[src/memStage_consts.svh]
//////////////////////////////////////////////////////////////////////
// Width and size constants shared by the memory stage
// Include where widths, TLB size or the bus timeout are needed
//////////////////////////////////////////////////////////////////////

`ifndef MEMSTAGE_CONSTS_SVH
`define MEMSTAGE_CONSTS_SVH

// Data and address width
`define XLEN 32

// Page offset bits for 4 KB pages
`define PAGE_BITS 12

// Virtual and physical page number width
`define VPN_BITS (`XLEN - `PAGE_BITS)

// Fully associative DTLB depth
`define TLB_ENTRIES 8

// Cycles allowed between busReq rising and busAck
`define BUS_TIMEOUT 16

`endif

[src/lsuPkg.sv]
//////////////////////////////////////////////////////////////////////
// Load/store request, response and fault types
// Imported by every stage that looks at a request
//////////////////////////////////////////////////////////////////////

`include "memStage_consts.svh"

package lsuPkg;

  // Access kind, LR and SC are the only atomics kept
  typedef enum logic [1:0] {
    opLoad,
    opStore,
    opLr,
    opSc
  } memOp_t;

  // Fault codes carried down the pipeline
  typedef enum logic [2:0] {
    faultNone,
    faultLoadMisaligned,
    faultStoreMisaligned,
    faultLoadPage,
    faultStorePage,
    faultTlbMiss
  } fault_t;

  // Request tag, echoed back in the response
  typedef logic [3:0] tag_t;

  // Request as it enters stage 1
  typedef struct packed {
    memOp_t           op;
    logic [2:0]       funct3;     // Bit 2 set means zero extend
    logic [`XLEN-1:0] adr;
    logic [`XLEN-1:0] writeData;
    tag_t             tag;
  } memReq_t;

  // After the alignment check
  typedef struct packed {
    memReq_t req;
    fault_t  fault;
  } checkedReq_t;

  // Response returned to the core
  typedef struct packed {
    logic [`XLEN-1:0] readData;
    fault_t           fault;
    logic             scFail;
    tag_t             tag;
  } memResp_t;

endpackage

[src/tlbPkg.sv]
//////////////////////////////////////////////////////////////////////
// Address translation types
// TLB entry layout and the request after translation
//////////////////////////////////////////////////////////////////////

`include "memStage_consts.svh"

package tlbPkg;

  // One DTLB entry, filled through the write port
  typedef struct packed {
    logic                 valid;
    logic [`VPN_BITS-1:0] vpn;
    logic [`VPN_BITS-1:0] ppn;
    logic                 readable;
    logic                 writable;
    logic                 user;
  } tlbEntry_t;

  // Request with physical address, used by stages 3 and 4
  typedef struct packed {
    lsuPkg::memOp_t   op;
    logic [2:0]       funct3;
    logic [`XLEN-1:0] physAdr;
    logic [`XLEN-1:0] writeData;
    lsuPkg::tag_t     tag;
    lsuPkg::fault_t   fault;
    // Failing SC, never reaches the bus
    logic             squash;
  } physReq_t;

endpackage

[src/memStageIf.sv]
//////////////////////////////////////////////////////////////////////
// Valid/ready link between two pipeline stages
// payload_t picks the request type carried on the link
//////////////////////////////////////////////////////////////////////

`timescale 1ns/1ps

interface memStageIf #(
  parameter type payload_t = logic
);

  // Transfer on a cycle with valid and ready both high
  logic     valid;
  logic     ready;
  payload_t payload;

  // Upstream stage drives valid and payload
  modport producer (
    output valid,
    output payload,
    input  ready
  );

  // Downstream stage answers with ready
  modport consumer (
    input  valid,
    input  payload,
    output ready
  );

endinterface

[src/accessCheck.sv]
//////////////////////////////////////////////////////////////////////
// Stage 1 of the memory pipeline
// Width decode and alignment check, one register slot
//////////////////////////////////////////////////////////////////////

`timescale 1ns/1ps
`include "memStage_consts.svh"

module accessCheck import lsuPkg::*; (
  input  logic             clk,
  input  logic             reset,
  input  logic             reqValid,
  output logic             reqReady,
  input  memOp_t           reqOp,
  input  logic [2:0]       reqFunct3,
  input  logic [`XLEN-1:0] reqAdr,
  input  logic [`XLEN-1:0] reqWriteData,
  input  tag_t             reqTag,
  memStageIf.producer      out
);

  logic        misaligned;
  logic        storeLike;
  checkedReq_t checked;

  // Byte always fits, half needs bit 0 clear, word needs both clear
  always_comb begin
    case (reqFunct3[1:0])
      2'b00:   misaligned = 1'b0;
      2'b01:   misaligned = reqAdr[0];
      default: misaligned = |reqAdr[1:0];
    endcase
    // LR and SC are word only
    if ((reqOp == opLr || reqOp == opSc) && reqFunct3[1:0] != 2'b10)
      misaligned = 1'b1;
  end

  assign storeLike = (reqOp == opStore) || (reqOp == opSc);

  always_comb begin
    checked.req.op        = reqOp;
    checked.req.funct3    = reqFunct3;
    checked.req.adr       = reqAdr;
    checked.req.writeData = reqWriteData;
    checked.req.tag       = reqTag;
    if (!misaligned)    checked.fault = faultNone;
    else if (storeLike) checked.fault = faultStoreMisaligned;
    else                checked.fault = faultLoadMisaligned;
  end

  // Slot takes a request when empty or draining this cycle
  assign reqReady = ~out.valid | out.ready;

  always_ff @(posedge clk) begin
    if (reset)         out.valid <= 1'b0;
    else if (reqReady) out.valid <= reqValid;
  end

  always_ff @(posedge clk) begin
    if (reqValid && reqReady) out.payload <= checked;
  end

  // A stalled request keeps valid and all its fields
  payloadHeld: assert property (@(posedge clk) disable iff (reset)
    reqValid && !reqReady |=>
      reqValid && $stable({reqOp, reqFunct3, reqAdr, reqWriteData, reqTag}));

endmodule

[src/dtlb.sv]
//////////////////////////////////////////////////////////////////////
// Stage 2, fully associative data TLB
// Translates the page number and checks R, W and U permissions
//////////////////////////////////////////////////////////////////////

`timescale 1ns/1ps
`include "memStage_consts.svh"

module dtlb import lsuPkg::*, tlbPkg::*; (
  input  logic                           clk,
  input  logic                           reset,
  memStageIf.consumer                    in,
  memStageIf.producer                    out,
  input  logic                           translateOn,
  input  logic                           userMode,
  input  logic                           tlbWrite,
  input  logic [$clog2(`TLB_ENTRIES)-1:0] tlbWriteIndex,
  input  tlbEntry_t                      tlbWriteEntry,
  input  logic                           tlbFlush
);

  tlbEntry_t               entries [`TLB_ENTRIES];
  logic [`TLB_ENTRIES-1:0] entryValid;
  logic [`TLB_ENTRIES-1:0] hitVec;
  logic                    tlbHit;
  tlbEntry_t               hitEntry;
  checkedReq_t             inReq;
  logic                    loadLike;
  logic                    permFault;
  physReq_t                translated;

  ////////////////////////////////////////////////////////////////////
  // Entry storage
  ////////////////////////////////////////////////////////////////////

  // Valid bits clear on reset and flush
  always_ff @(posedge clk) begin
    if (reset || tlbFlush) entryValid <= '0;
    else if (tlbWrite)     entryValid[tlbWriteIndex] <= tlbWriteEntry.valid;
  end

  always_ff @(posedge clk) begin
    if (tlbWrite) entries[tlbWriteIndex] <= tlbWriteEntry;
  end

  ////////////////////////////////////////////////////////////////////
  // Lookup
  ////////////////////////////////////////////////////////////////////

  assign inReq = in.payload;

  // Compare virtual page against every entry at once
  always_comb begin
    hitEntry = '0;
    for (int i = 0; i < `TLB_ENTRIES; i++) begin
      hitVec[i] = entryValid[i] && entries[i].vpn == inReq.req.adr[`XLEN-1:`PAGE_BITS];
      if (hitVec[i]) hitEntry = entries[i];
    end
  end

  assign tlbHit   = |hitVec;
  assign loadLike = (inReq.req.op == opLoad) || (inReq.req.op == opLr);

  // Missing read, write or user rights
  assign permFault = (loadLike && !hitEntry.readable) ||
                     (!loadLike && !hitEntry.writable) ||
                     (userMode && !hitEntry.user);

  always_comb begin
    translated.op        = inReq.req.op;
    translated.funct3    = inReq.req.funct3;
    translated.physAdr   = inReq.req.adr;
    translated.writeData = inReq.req.writeData;
    translated.tag       = inReq.req.tag;
    translated.squash    = 1'b0;
    translated.fault     = inReq.fault;
    // Earlier faults pass untouched, bare mode skips all checks
    if (inReq.fault == faultNone && translateOn) begin
      if (!tlbHit)        translated.fault = faultTlbMiss;
      else if (permFault) translated.fault = loadLike ? faultLoadPage : faultStorePage;
      else translated.physAdr = {hitEntry.ppn, inReq.req.adr[`PAGE_BITS-1:0]};
    end
  end

  // Register slot
  assign in.ready = ~out.valid | out.ready;

  always_ff @(posedge clk) begin
    if (reset)         out.valid <= 1'b0;
    else if (in.ready) out.valid <= in.valid;
  end

  always_ff @(posedge clk) begin
    if (in.valid && in.ready) out.payload <= translated;
  end

  // Duplicate mappings would let the last matching entry win silently
  singleHit: assert property (@(posedge clk) disable iff (reset)
    in.valid && translateOn |-> $onehot0(hitVec));

endmodule

[src/reservation.sv]
//////////////////////////////////////////////////////////////////////
// Stage 3, load-reserved reservation tracking
// Failing store-conditionals are marked squash here
//////////////////////////////////////////////////////////////////////

`timescale 1ns/1ps
`include "memStage_consts.svh"

module reservation import lsuPkg::*, tlbPkg::*; (
  input  logic        clk,
  input  logic        reset,
  memStageIf.consumer in,
  memStageIf.producer out
);

  physReq_t         req;
  physReq_t         marked;
  logic             accept;
  logic             noFault;
  logic             wordMatch;
  logic             scFail;
  logic             resValid;
  logic [`XLEN-1:2] resAdr;

  assign req     = in.payload;
  assign accept  = in.valid && in.ready;
  assign noFault = req.fault == faultNone;

  // Reserved word hit by this access
  assign wordMatch = resValid && req.physAdr[`XLEN-1:2] == resAdr;
  assign scFail    = req.op == opSc && !wordMatch;

  // Updated only as a clean request transfers in
  always_ff @(posedge clk) begin
    if (reset) begin
      resValid <= 1'b0;
    end else if (accept && noFault) begin
      case (req.op)
        opLr:    resValid <= 1'b1;
        // Any SC ends the reservation
        opSc:    resValid <= 1'b0;
        opStore: if (wordMatch) resValid <= 1'b0;
        default: resValid <= resValid;
      endcase
    end
  end

  always_ff @(posedge clk) begin
    if (accept && noFault && req.op == opLr) resAdr <= req.physAdr[`XLEN-1:2];
  end

  always_comb begin
    marked        = req;
    marked.squash = scFail && noFault;
  end

  // Register slot
  assign in.ready = ~out.valid | out.ready;

  always_ff @(posedge clk) begin
    if (reset)         out.valid <= 1'b0;
    else if (in.ready) out.valid <= in.valid;
  end

  always_ff @(posedge clk) begin
    if (accept) out.payload <= marked;
  end

endmodule

[src/busAccess.sv]
//////////////////////////////////////////////////////////////////////
// Stage 4, external bus access and response
// One bus request per clean access, subword read extension
//////////////////////////////////////////////////////////////////////

`timescale 1ns/1ps
`include "memStage_consts.svh"

module busAccess import lsuPkg::*, tlbPkg::*; (
  input  logic             clk,
  input  logic             reset,
  memStageIf.consumer      in,
  output logic             respValid,
  input  logic             respReady,
  output logic [`XLEN-1:0] respData,
  output fault_t           respFault,
  output logic             respScFail,
  output tag_t             respTag,
  output logic             busReq,
  output logic             busWrite,
  output logic [`XLEN-1:0] busAdr,
  output logic [`XLEN-1:0] busWriteData,
  output logic [3:0]       busByteEnable,
  input  logic             busAck,
  input  logic [`XLEN-1:0] busReadData
);

  typedef enum logic [1:0] {stIdle, stWaitAck, stResp} busState_t;

  busState_t        state;
  physReq_t         cur;
  logic             skipBus;
  logic [`XLEN-1:0] readReg;
  logic [`XLEN-1:0] laneData;
  logic [`XLEN-1:0] loadData;

  ////////////////////////////////////////////////////////////////////
  // Control
  ////////////////////////////////////////////////////////////////////

  assign in.ready = state == stIdle;
  // Faulted and squashed requests go straight to the response
  assign skipBus  = in.payload.fault != faultNone || in.payload.squash;

  always_ff @(posedge clk) begin
    if (reset) begin
      state <= stIdle;
    end else begin
      case (state)
        stIdle:    if (in.valid) state <= skipBus ? stResp : stWaitAck;
        stWaitAck: if (busAck) state <= stResp;
        stResp:    if (respReady) state <= stIdle;
        default:   state <= stIdle;
      endcase
    end
  end

  always_ff @(posedge clk) begin
    if (in.valid && in.ready) cur <= in.payload;
    if (state == stWaitAck && busAck) readReg <= busReadData;
  end

  ////////////////////////////////////////////////////////////////////
  // Bus side
  ////////////////////////////////////////////////////////////////////

  assign busReq   = state == stWaitAck;
  assign busWrite = cur.op == opStore || cur.op == opSc;
  assign busAdr   = {cur.physAdr[`XLEN-1:2], 2'b00};

  // Replicate data into lanes, enables from width and offset
  always_comb begin
    case (cur.funct3[1:0])
      2'b00: begin
        busWriteData  = {4{cur.writeData[7:0]}};
        busByteEnable = 4'b0001 << cur.physAdr[1:0];
      end
      2'b01: begin
        busWriteData  = {2{cur.writeData[15:0]}};
        busByteEnable = cur.physAdr[1] ? 4'b1100 : 4'b0011;
      end
      default: begin
        busWriteData  = cur.writeData;
        busByteEnable = 4'b1111;
      end
    endcase
  end

  ////////////////////////////////////////////////////////////////////
  // Response side
  ////////////////////////////////////////////////////////////////////

  // Shift addressed lanes down, funct3 bit 2 selects zero extension
  always_comb begin
    laneData = readReg >> {cur.physAdr[1:0], 3'b000};
    case (cur.funct3[1:0])
      2'b00:   loadData = {{(`XLEN-8){laneData[7] & ~cur.funct3[2]}}, laneData[7:0]};
      2'b01:   loadData = {{(`XLEN-16){laneData[15] & ~cur.funct3[2]}}, laneData[15:0]};
      default: loadData = laneData;
    endcase
  end

  assign respValid  = state == stResp;
  assign respFault  = cur.fault;
  assign respScFail = cur.squash;
  assign respTag    = cur.tag;

  // SC returns 1 on failure, stores and faults return 0
  always_comb begin
    if (cur.fault != faultNone)  respData = '0;
    else if (cur.op == opSc)     respData = {{(`XLEN-1){1'b0}}, cur.squash};
    else if (cur.op == opStore)  respData = '0;
    else                         respData = loadData;
  end

  // Ack only answers a pending request
  ackOnlyOnReq: assert property (@(posedge clk) disable iff (reset)
    busAck |-> busReq);

  ackInTime: assert property (@(posedge clk) disable iff (reset)
    $rose(busReq) |-> ##[0:`BUS_TIMEOUT] busAck);

endmodule

[src/dmem.sv]
//////////////////////////////////////////////////////////////////////
// Memory stage top level
// Chains access check, DTLB, reservation and bus access stages
//////////////////////////////////////////////////////////////////////

`timescale 1ns/1ps
`include "memStage_consts.svh"

module dmem import lsuPkg::*, tlbPkg::*; (
  input  logic                            clk,
  input  logic                            reset,
  // Request from the core
  input  logic                            reqValid,
  output logic                            reqReady,
  input  memOp_t                          reqOp,
  input  logic [2:0]                      reqFunct3,
  input  logic [`XLEN-1:0]                reqAdr,
  input  logic [`XLEN-1:0]                reqWriteData,
  input  tag_t                            reqTag,
  // Response to the core
  output logic                            respValid,
  input  logic                            respReady,
  output logic [`XLEN-1:0]                respData,
  output fault_t                          respFault,
  output logic                            respScFail,
  output tag_t                            respTag,
  // External bus
  output logic                            busReq,
  output logic                            busWrite,
  output logic [`XLEN-1:0]                busAdr,
  output logic [`XLEN-1:0]                busWriteData,
  output logic [3:0]                      busByteEnable,
  input  logic                            busAck,
  input  logic [`XLEN-1:0]                busReadData,
  // TLB management
  input  logic                            tlbWrite,
  input  logic [$clog2(`TLB_ENTRIES)-1:0] tlbWriteIndex,
  input  tlbEntry_t                       tlbWriteEntry,
  input  logic                            tlbFlush,
  input  logic                            translateOn,
  input  logic                            userMode
);

  // Stage links
  memStageIf #(.payload_t(checkedReq_t)) checkedLink ();
  memStageIf #(.payload_t(physReq_t))    transLink ();
  memStageIf #(.payload_t(physReq_t))    resvLink ();

  accessCheck u_accessCheck (
    .clk, .reset, .reqValid, .reqReady, .reqOp, .reqFunct3,
    .reqAdr, .reqWriteData, .reqTag,
    .out (checkedLink)
  );

  dtlb u_dtlb (
    .clk, .reset,
    .in  (checkedLink),
    .out (transLink),
    .translateOn, .userMode, .tlbWrite, .tlbWriteIndex, .tlbWriteEntry, .tlbFlush
  );

  reservation u_reservation (
    .clk, .reset,
    .in  (transLink),
    .out (resvLink)
  );

  busAccess u_busAccess (
    .clk, .reset,
    .in  (resvLink),
    .respValid, .respReady, .respData, .respFault, .respScFail, .respTag,
    .busReq, .busWrite, .busAdr, .busWriteData, .busByteEnable, .busAck, .busReadData
  );

endmodule

[config.mk]
export PLATFORM = sky130hd
export DESIGN_NAME = dmem
export DESIGN_NICKNAME = d
export VERILOG_FILES = /design/src/lsuPkg.sv /design/src/tlbPkg.sv /design/src/memStageIf.sv /design/src/accessCheck.sv /design/src/dtlb.sv /design/src/reservation.sv /design/src/busAccess.sv /design/src/dmem.sv
export VERILOG_INCLUDE_DIRS = /design/src
export SDC_FILE = /design/constraint.sdc
export NUM_CORES = 1
export LEC_CHECK = 0
export BUFFER_PORTS_ARGS = -buffer_cell sky130_fd_sc_hd__buf_2
export CORE_MARGIN = 3
export CORE_UTILIZATION = 60
export CTS_CLUSTER_DIAMETER = 120
export CTS_CLUSTER_SIZE = 30
export DETAILED_ROUTE_END_ITERATION = 12
export PLACE_DENSITY = 0.92
export SYNTH_ARGS = -nofsm -noshare
export SYNTH_HDL_FRONTEND = slang
export SYNTH_SLANG_ARGS = --single-unit
[constraint.sdc]
create_clock -name clk -period 11.97 [get_ports clk]
set_clock_uncertainty 0.1 [all_clocks]
set_input_delay 0.5985 -clock clk [delete_from_list [all_inputs] [get_ports clk]]
set_output_delay 0.5985 -clock clk [all_outputs]
set_load 0.05 [all_outputs]
Word-level counts from Yosys, hierarchy flattened:

Memory sizes are Yosys's and may differ from the RTL's.
Cells that the tools add are included.

* memories: 1
* register bits: 382
* bits in writable memories: 352
* output and inout bits: 112
* input bits: 161
* logic and storage cells: 162

* bitwise operators: 9
* multiplexer cells: 37
* reductions and logical operators: 50
* shift-type cells: 2
* equal/unequal tests: 27
* $lt $le $gt $ge: 2

Memories
* u_dtlb.entries: depth 8, bits a word 44, read ports 8, clocked after memory_dff 0, write ports 1, line dtlb.sv:22 `` tlbEntry_t entries [`TLB_ENTRIES]; ``

Operators by type and width (number)
* $mux 32: 6
* $mux 23: 8
* $eq 20x20->1: 8
* $pmux 32 s2: 2
* $shr 32x5->32: 1
* $eq 30x30->1: 1
* $logic_and 1x1->1: 24
* $eq 2x2->1 const B: 7
* $eq 2x1->1 const B: 6
* $mux 3: 4
* $mux 2: 5
* $reduce_bool 3->1: 3
* $bwmux 8: 1
* $logic_not 2->1: 4
* $logic_or 1x1->1: 8
* $pmux 4 s2: 1
* $reduce_or 8->1: 1
* $logic_not 3->1: 2
* $ne 2x1->1 const B: 3
* $pmux 2 s3: 1
* $reduce_and 3->1: 2
* $logic_not 1->1: 5
* $mux 1: 5
* $lt 3x4->1 const B: 1
* other kinds (11): 18

Depth between registers and ports, before layout:

An unclocked memory read counts as a cell.

* word-level depth: 18
* gate-level depth with buffers: 12
* gate-level depth less buffers: 9

Modules after synthesis:

Synthesis repeated with hierarchy kept, for this count alone.

* cells, all modules: 1626
* area total of the unflattened synthesis: 28108.2 µm²

Modules (own cells, without submodules)
* dtlb: area each 17136.4 µm², sequential area each 12792.3 µm², cells each 1020, instances 1
* busAccess: area each 4948.5 µm², sequential area each 3313.2 µm², cells each 356, instances 1
* reservation: area each 3672.3 µm², sequential area each 3253.1 µm², cells each 163, instances 1
* accessCheck: area each 2351.0 µm², sequential area each 2272.2 µm², cells each 87, instances 1

Least setup slack after synthesis:

OpenSTA, ideal clock, no wires.

* kind: register to register
* from: reg u_busAccess.state[1]
* to: reg u_dtlb.out.payload[10] (netlist name)
* cell stages (with the launch flop): 3
* data arrival time: 6.111 ns
* setup time: 0.626 ns
* period minus slack after synthesis: 6.838 ns
* required time: 11.244 ns
* path buffers: 0
* setup slack: 5.132 ns
* cells stage by stage: dfxtp_1 > o21a_1 > a21boi_0

* word-level cells in the longest chain between the ends: 4

Ends and longest elaborated chain
* start: declaration: line busAccess.sv:30 `busState_t state;`
* start signal: assignment: line busAccess.sv:47 `state <= stIdle;`
* start signal: assignment: line busAccess.sv:50 `stIdle: if (in.valid) state <= skipBus ? stResp : stWaitAck;`
* start signal: assignment: line busAccess.sv:51 `stWaitAck: if (busAck) state <= stResp;`
* $logic_not 2->1: line busAccess.sv:41 `assign in.ready = state == stIdle;`
* $or 1x1->1: line reservation.sv:58 `assign in.ready = ~out.valid | out.ready;`
* $or 1x1->1: line dtlb.sv:86 `assign in.ready = ~out.valid | out.ready;`
* $logic_and 1x1->1: line dtlb.sv:94 `if (in.valid && in.ready) out.payload <= translated;`

Every way passes these cells.
A chain may end at the register's enable or synchronous reset.

==> results.md <==
* Floorplan die height at between 200 and 250 um
* Worst path cell trace: xnor2_1 -> nand4_1 -> nor4_2 -> nand2_1 -> and3_1 -> and3_1 -> nor4_1 -> a32o_2 -> mux2_4
* Type of the tightest min-delay check: input pin to flip-flop
* Commonest register cell after synthesis: sky130_fd_sc_hd__edfxtp_1
* Fraction of layout instances using a drive strength above 1 at between 20% and 30%
* Synthesis-stage register bit count at between 700 and 800
* Unrepaired setup endpoints after global routing: false
* Ratio of total power to cell area at between 100 and 150 mW/mm^2
* Post-cts resize count at 0
* Wire length per cell at 26.7 um
* Worst VDD drop at roughly 0.00016 V
* Highest Signal Layer: met5
* Max-cap viol count at 0
* Placeable core area at roughly 0.046 mm^2
* Maximum number of pins on one net before global-route repair at 80
* Worst Path Max Fanout at 23
* Die span in x at 221 um
* Post-synthesis average cell area at around 17 um^2
* Data required, critical path at 12.26 ns
* Reg clk slew, reported paths at roughly 0.11 ns
* Number of vias per cell after detailed routing at approximately 6.3
* Synth cell count leaders: 711 x sky130_fd_sc_hd__edfxtp_1, 124 x sky130_fd_sc_hd__nand2_1, 124 x sky130_fd_sc_hd__xnor2_1
* ANT nets after route at 0
* Overall routed net length at between 60 and 70 mm
* Final Max Tran Viols at 0
* Overflow left after global routing at 0
* Library cell with the largest summed area after synthesis: sky130_fd_sc_hd__edfxtp_1
* Post-synthesis instance area at about 0.028 mm^2
* Final setup violation count at 0
* Area delta synth->final at 9.28%
* DRC violations left at 0
* Arrival time of data at the critical path endpoint at 5.60 ns
* GR Util All Layers at a little over a quarter
* Number of H-tree levels at 1
* Wire length the detailed router placed on met1 at 24.5 mm
* Cell with the biggest individual delay on the critical path: sky130_fd_sc_hd__a32o_2
* Die Area at between 0.04 and 0.05 mm^2
* First-pass GRT wire length at ~98 mm
* FMAX at roughly 190 MHz
* Synthesized instance count at between 1.5k and 2k
* Setup TNS Final at 0 ns
* Number of hold buffers added after CTS at 0
* Final critical-path share of the clock period at between 40% and 50%
* Async set-or-reset flop fraction in the synthesized netlist at 0%
* Number of vias after detailed routing at approximately 16k
* Later-pin clock latency in the skew report at around 0.64 ns
* Warning count from the yosys run at 0
* Proportion of netlist area held by the largest area contributor at 76.8%
* Post-CTS setup buffer count at 0
* Critical path type: flip-flop to flip-flop
* Number of CTS-inserted buffers at 28
* CTS Sinks at around 730
* Run status: complete, no violations
* Design Power at ~4.3 mW
* Std-Cell Rows at just under 80
* Setup WS post-layout at between 6 and 7 ns
* LEAKAGE at roughly 10 nW
* Top-level port count at between 200 and 300
* Slew at the pin closest to its max-slew limit at 1.25 ns
* RePlAce Congestion at about 0.96
* Number of nets in the final layout at 2022
* Count of input and output buffers at 270
* Routed wire length on met2 at roughly 33 mm
* Max stage delay on crit path at 0.89 ns
* Final HPWL DP at 44.5 mm
* Amount of wire on met3 after detailed routing at 7.19 mm
* Crit path time final at between 5 and 6 ns
* Bufs on Longest Clock Path at 3
* Count of flip-flops with a built-in enable after synthesis at just over 700
* Number of fill cells at around 2.9k
* Netlist cell types at 62
* Cell repeated most along the worst path: sky130_fd_sc_hd__and3_1
* Share of the core filled with cells in the final layout at between 60% and 70%
* Initial Util at between 60% and 70%
* Number of antenna violations at the first check in global routing at 9
* Area occupied by registers at between 0.02 and 0.025 mm^2
* Number of global-route vias before repair at 15.0k
* Fin. Hold Viols at 0
* Relative slew slack at roughly 16%
* Fraction of the yosys area taken by sequential cells at just under 80%
* Number of DRC violations after detailed-routing iteration 0 at about 2.3k
* Combined area of the multi-input logic cells at about 0.0056 mm^2
* Clock Root Buffer: sky130_fd_sc_hd__clkbuf_16
* Kind of start point of the critical path: flip-flop
* Detailed-router iteration count before antenna repair at 6
* Most frequently used cell type in the post-synthesis netlist: sky130_fd_sc_hd__edfxtp_1
* Clock tree from TritonCTS: yes
* Cells taking the most area after synthesis: sky130_fd_sc_hd__edfxtp_1 77%, sky130_fd_sc_hd__xnor2_1 3.9%, sky130_fd_sc_hd__xor2_1 2.2%
* Worst Hold Slack at about 0.037 ns
* Category of the worst setup path capture point: flip-flop
* Pre-CTS WS at ~6.9 ns
[where the power goes]
part,switching [mW],total [mW],leakage [nW],internal [mW]
clock,0.716,1.17,0.390,0.457
sequential,0.0498,2.92,6.65,2.87
combinational,0.132,0.195,3.17,0.0633
total,0.898,4.29,10.2,3.39
[layer usage]
layer / up-vias / GRT usage [%]
li1: 6627 / -
met1: 7734 / 36.5
met2: 1114 / 44.6
met3: 149 / 4.51
met4: 6 / 7.67
met5: - / 0
[critical path: cells and delay by family, from the launching register on]
kind / cells / cell delay (ns)
flops: 1 / 0.68
simple gates: 6 / 2.70
compound gates: 1 / 0.89
xor+xnor: 1 / 0.32
mux: 1 / 0.36
[sequential cells by signal, summed over array words and instances (netlist names)]
register	cells
u_dtlb.entries	344
u_busAccess.cur	39
u_busAccess.respFault	3
u_reservation.resAdr	30
u_accessCheck.out.payload	75
u_accessCheck.out.valid	1
u_busAccess.readReg	32
u_dtlb.out.payload	76
u_dtlb.out.valid	1
u_busAccess.respTag	4
u_reservation.resValid	1
u_dtlb.entryValid	8
u_reservation.out.payload	77
u_busAccess.busAdr	30
u_busAccess.state	2
u_busAccess.respScFail	1
u_reservation.out.valid	1
[layout make-up]
| type | instances | share of cell area, % |
|---|---|---|
| timing repair buffer | 296 | 5.09 |
| multi-input combinational | 789 | 18.3 |
| inverter | 21 | 0.259 |
| clock inverter | 3 | 0.144 |
| tap | 600 | 2.47 |
| sequential | 725 | 71.2 |
| clock buffer | 49 | 2.56 |
| antenna | 6 | 0.0494 |
[path summary, 6_finish.rpt]
| check | startpoint | end | slack, ns | cells after the start |
|---|---|---|---|---|
| hold / removal | busReadData[9] | u_busAccess.readReg[9]$_DFFE_PP_ | 0.04 | 1 |
| setup reg to reg | u_accessCheck.out.payload[67]$_DFFE_PP_ | u_dtlb.out.payload[70]$_DFFE_PP_ | 6.66 | 9 |
| hold reg to reg | u_reservation.out.payload[37]$_DFFE_PP_ | u_busAccess.cur[37]$_DFFE_PP_ | 0.29 | 0 |
| setup / recovery | u_accessCheck.out.payload[67]$_DFFE_PP_ | u_dtlb.out.payload[70]$_DFFE_PP_ | 6.66 | 9 |
[metrics by stage]
step                cells  area, um^2
floorplan            1653       27800
global placement     2431       29600
detailed placement   2431       29600
CTS                  2483       30400
global route         2488       30400
finish               2489       30400
[cells in the final DEF (no fill, tap or decap), drive strengths merged, types with 4 or more instances in the layout]
master  netlist  final
buf          77    296
nand2b        8      8
clkbuf       41     49
nand2       124    124
mux2i        29     29
o31ai         4      4
edfxtp      711    711
nand3        27     27
a21oi        34     34
o21ai        32     32
diode         0      6
nor2         51     51
a221o        26     26
a31o          7      7
a31oi        30     30
and3          7      7
and2         20     20
xnor2       124    124
dfxtp        14     14
a221oi       10     10
o221ai       19     19
xor2         69     69
nor2b        15     15
nor3          9      9
or4           5      5
mux2         29     29
a211oi       15     15
nor4         26     26
nand4        33     33
inv          20     22
[cells by family after synthesis]
family                 count (synthesis)  share of synthesized area [%]
multiplexers                          58                           2.35
flip-flops                           725                           77.8
AND/OR/NAND/NOR                      336                           6.01
XOR/XNOR                             193                           6.08
AO/OA/AOI/OAI                        200                           5.13
other                                  1                         0.0135
buffers and inverters                139                           2.65
Note: power is estimated with default switching activity, not from simulation.
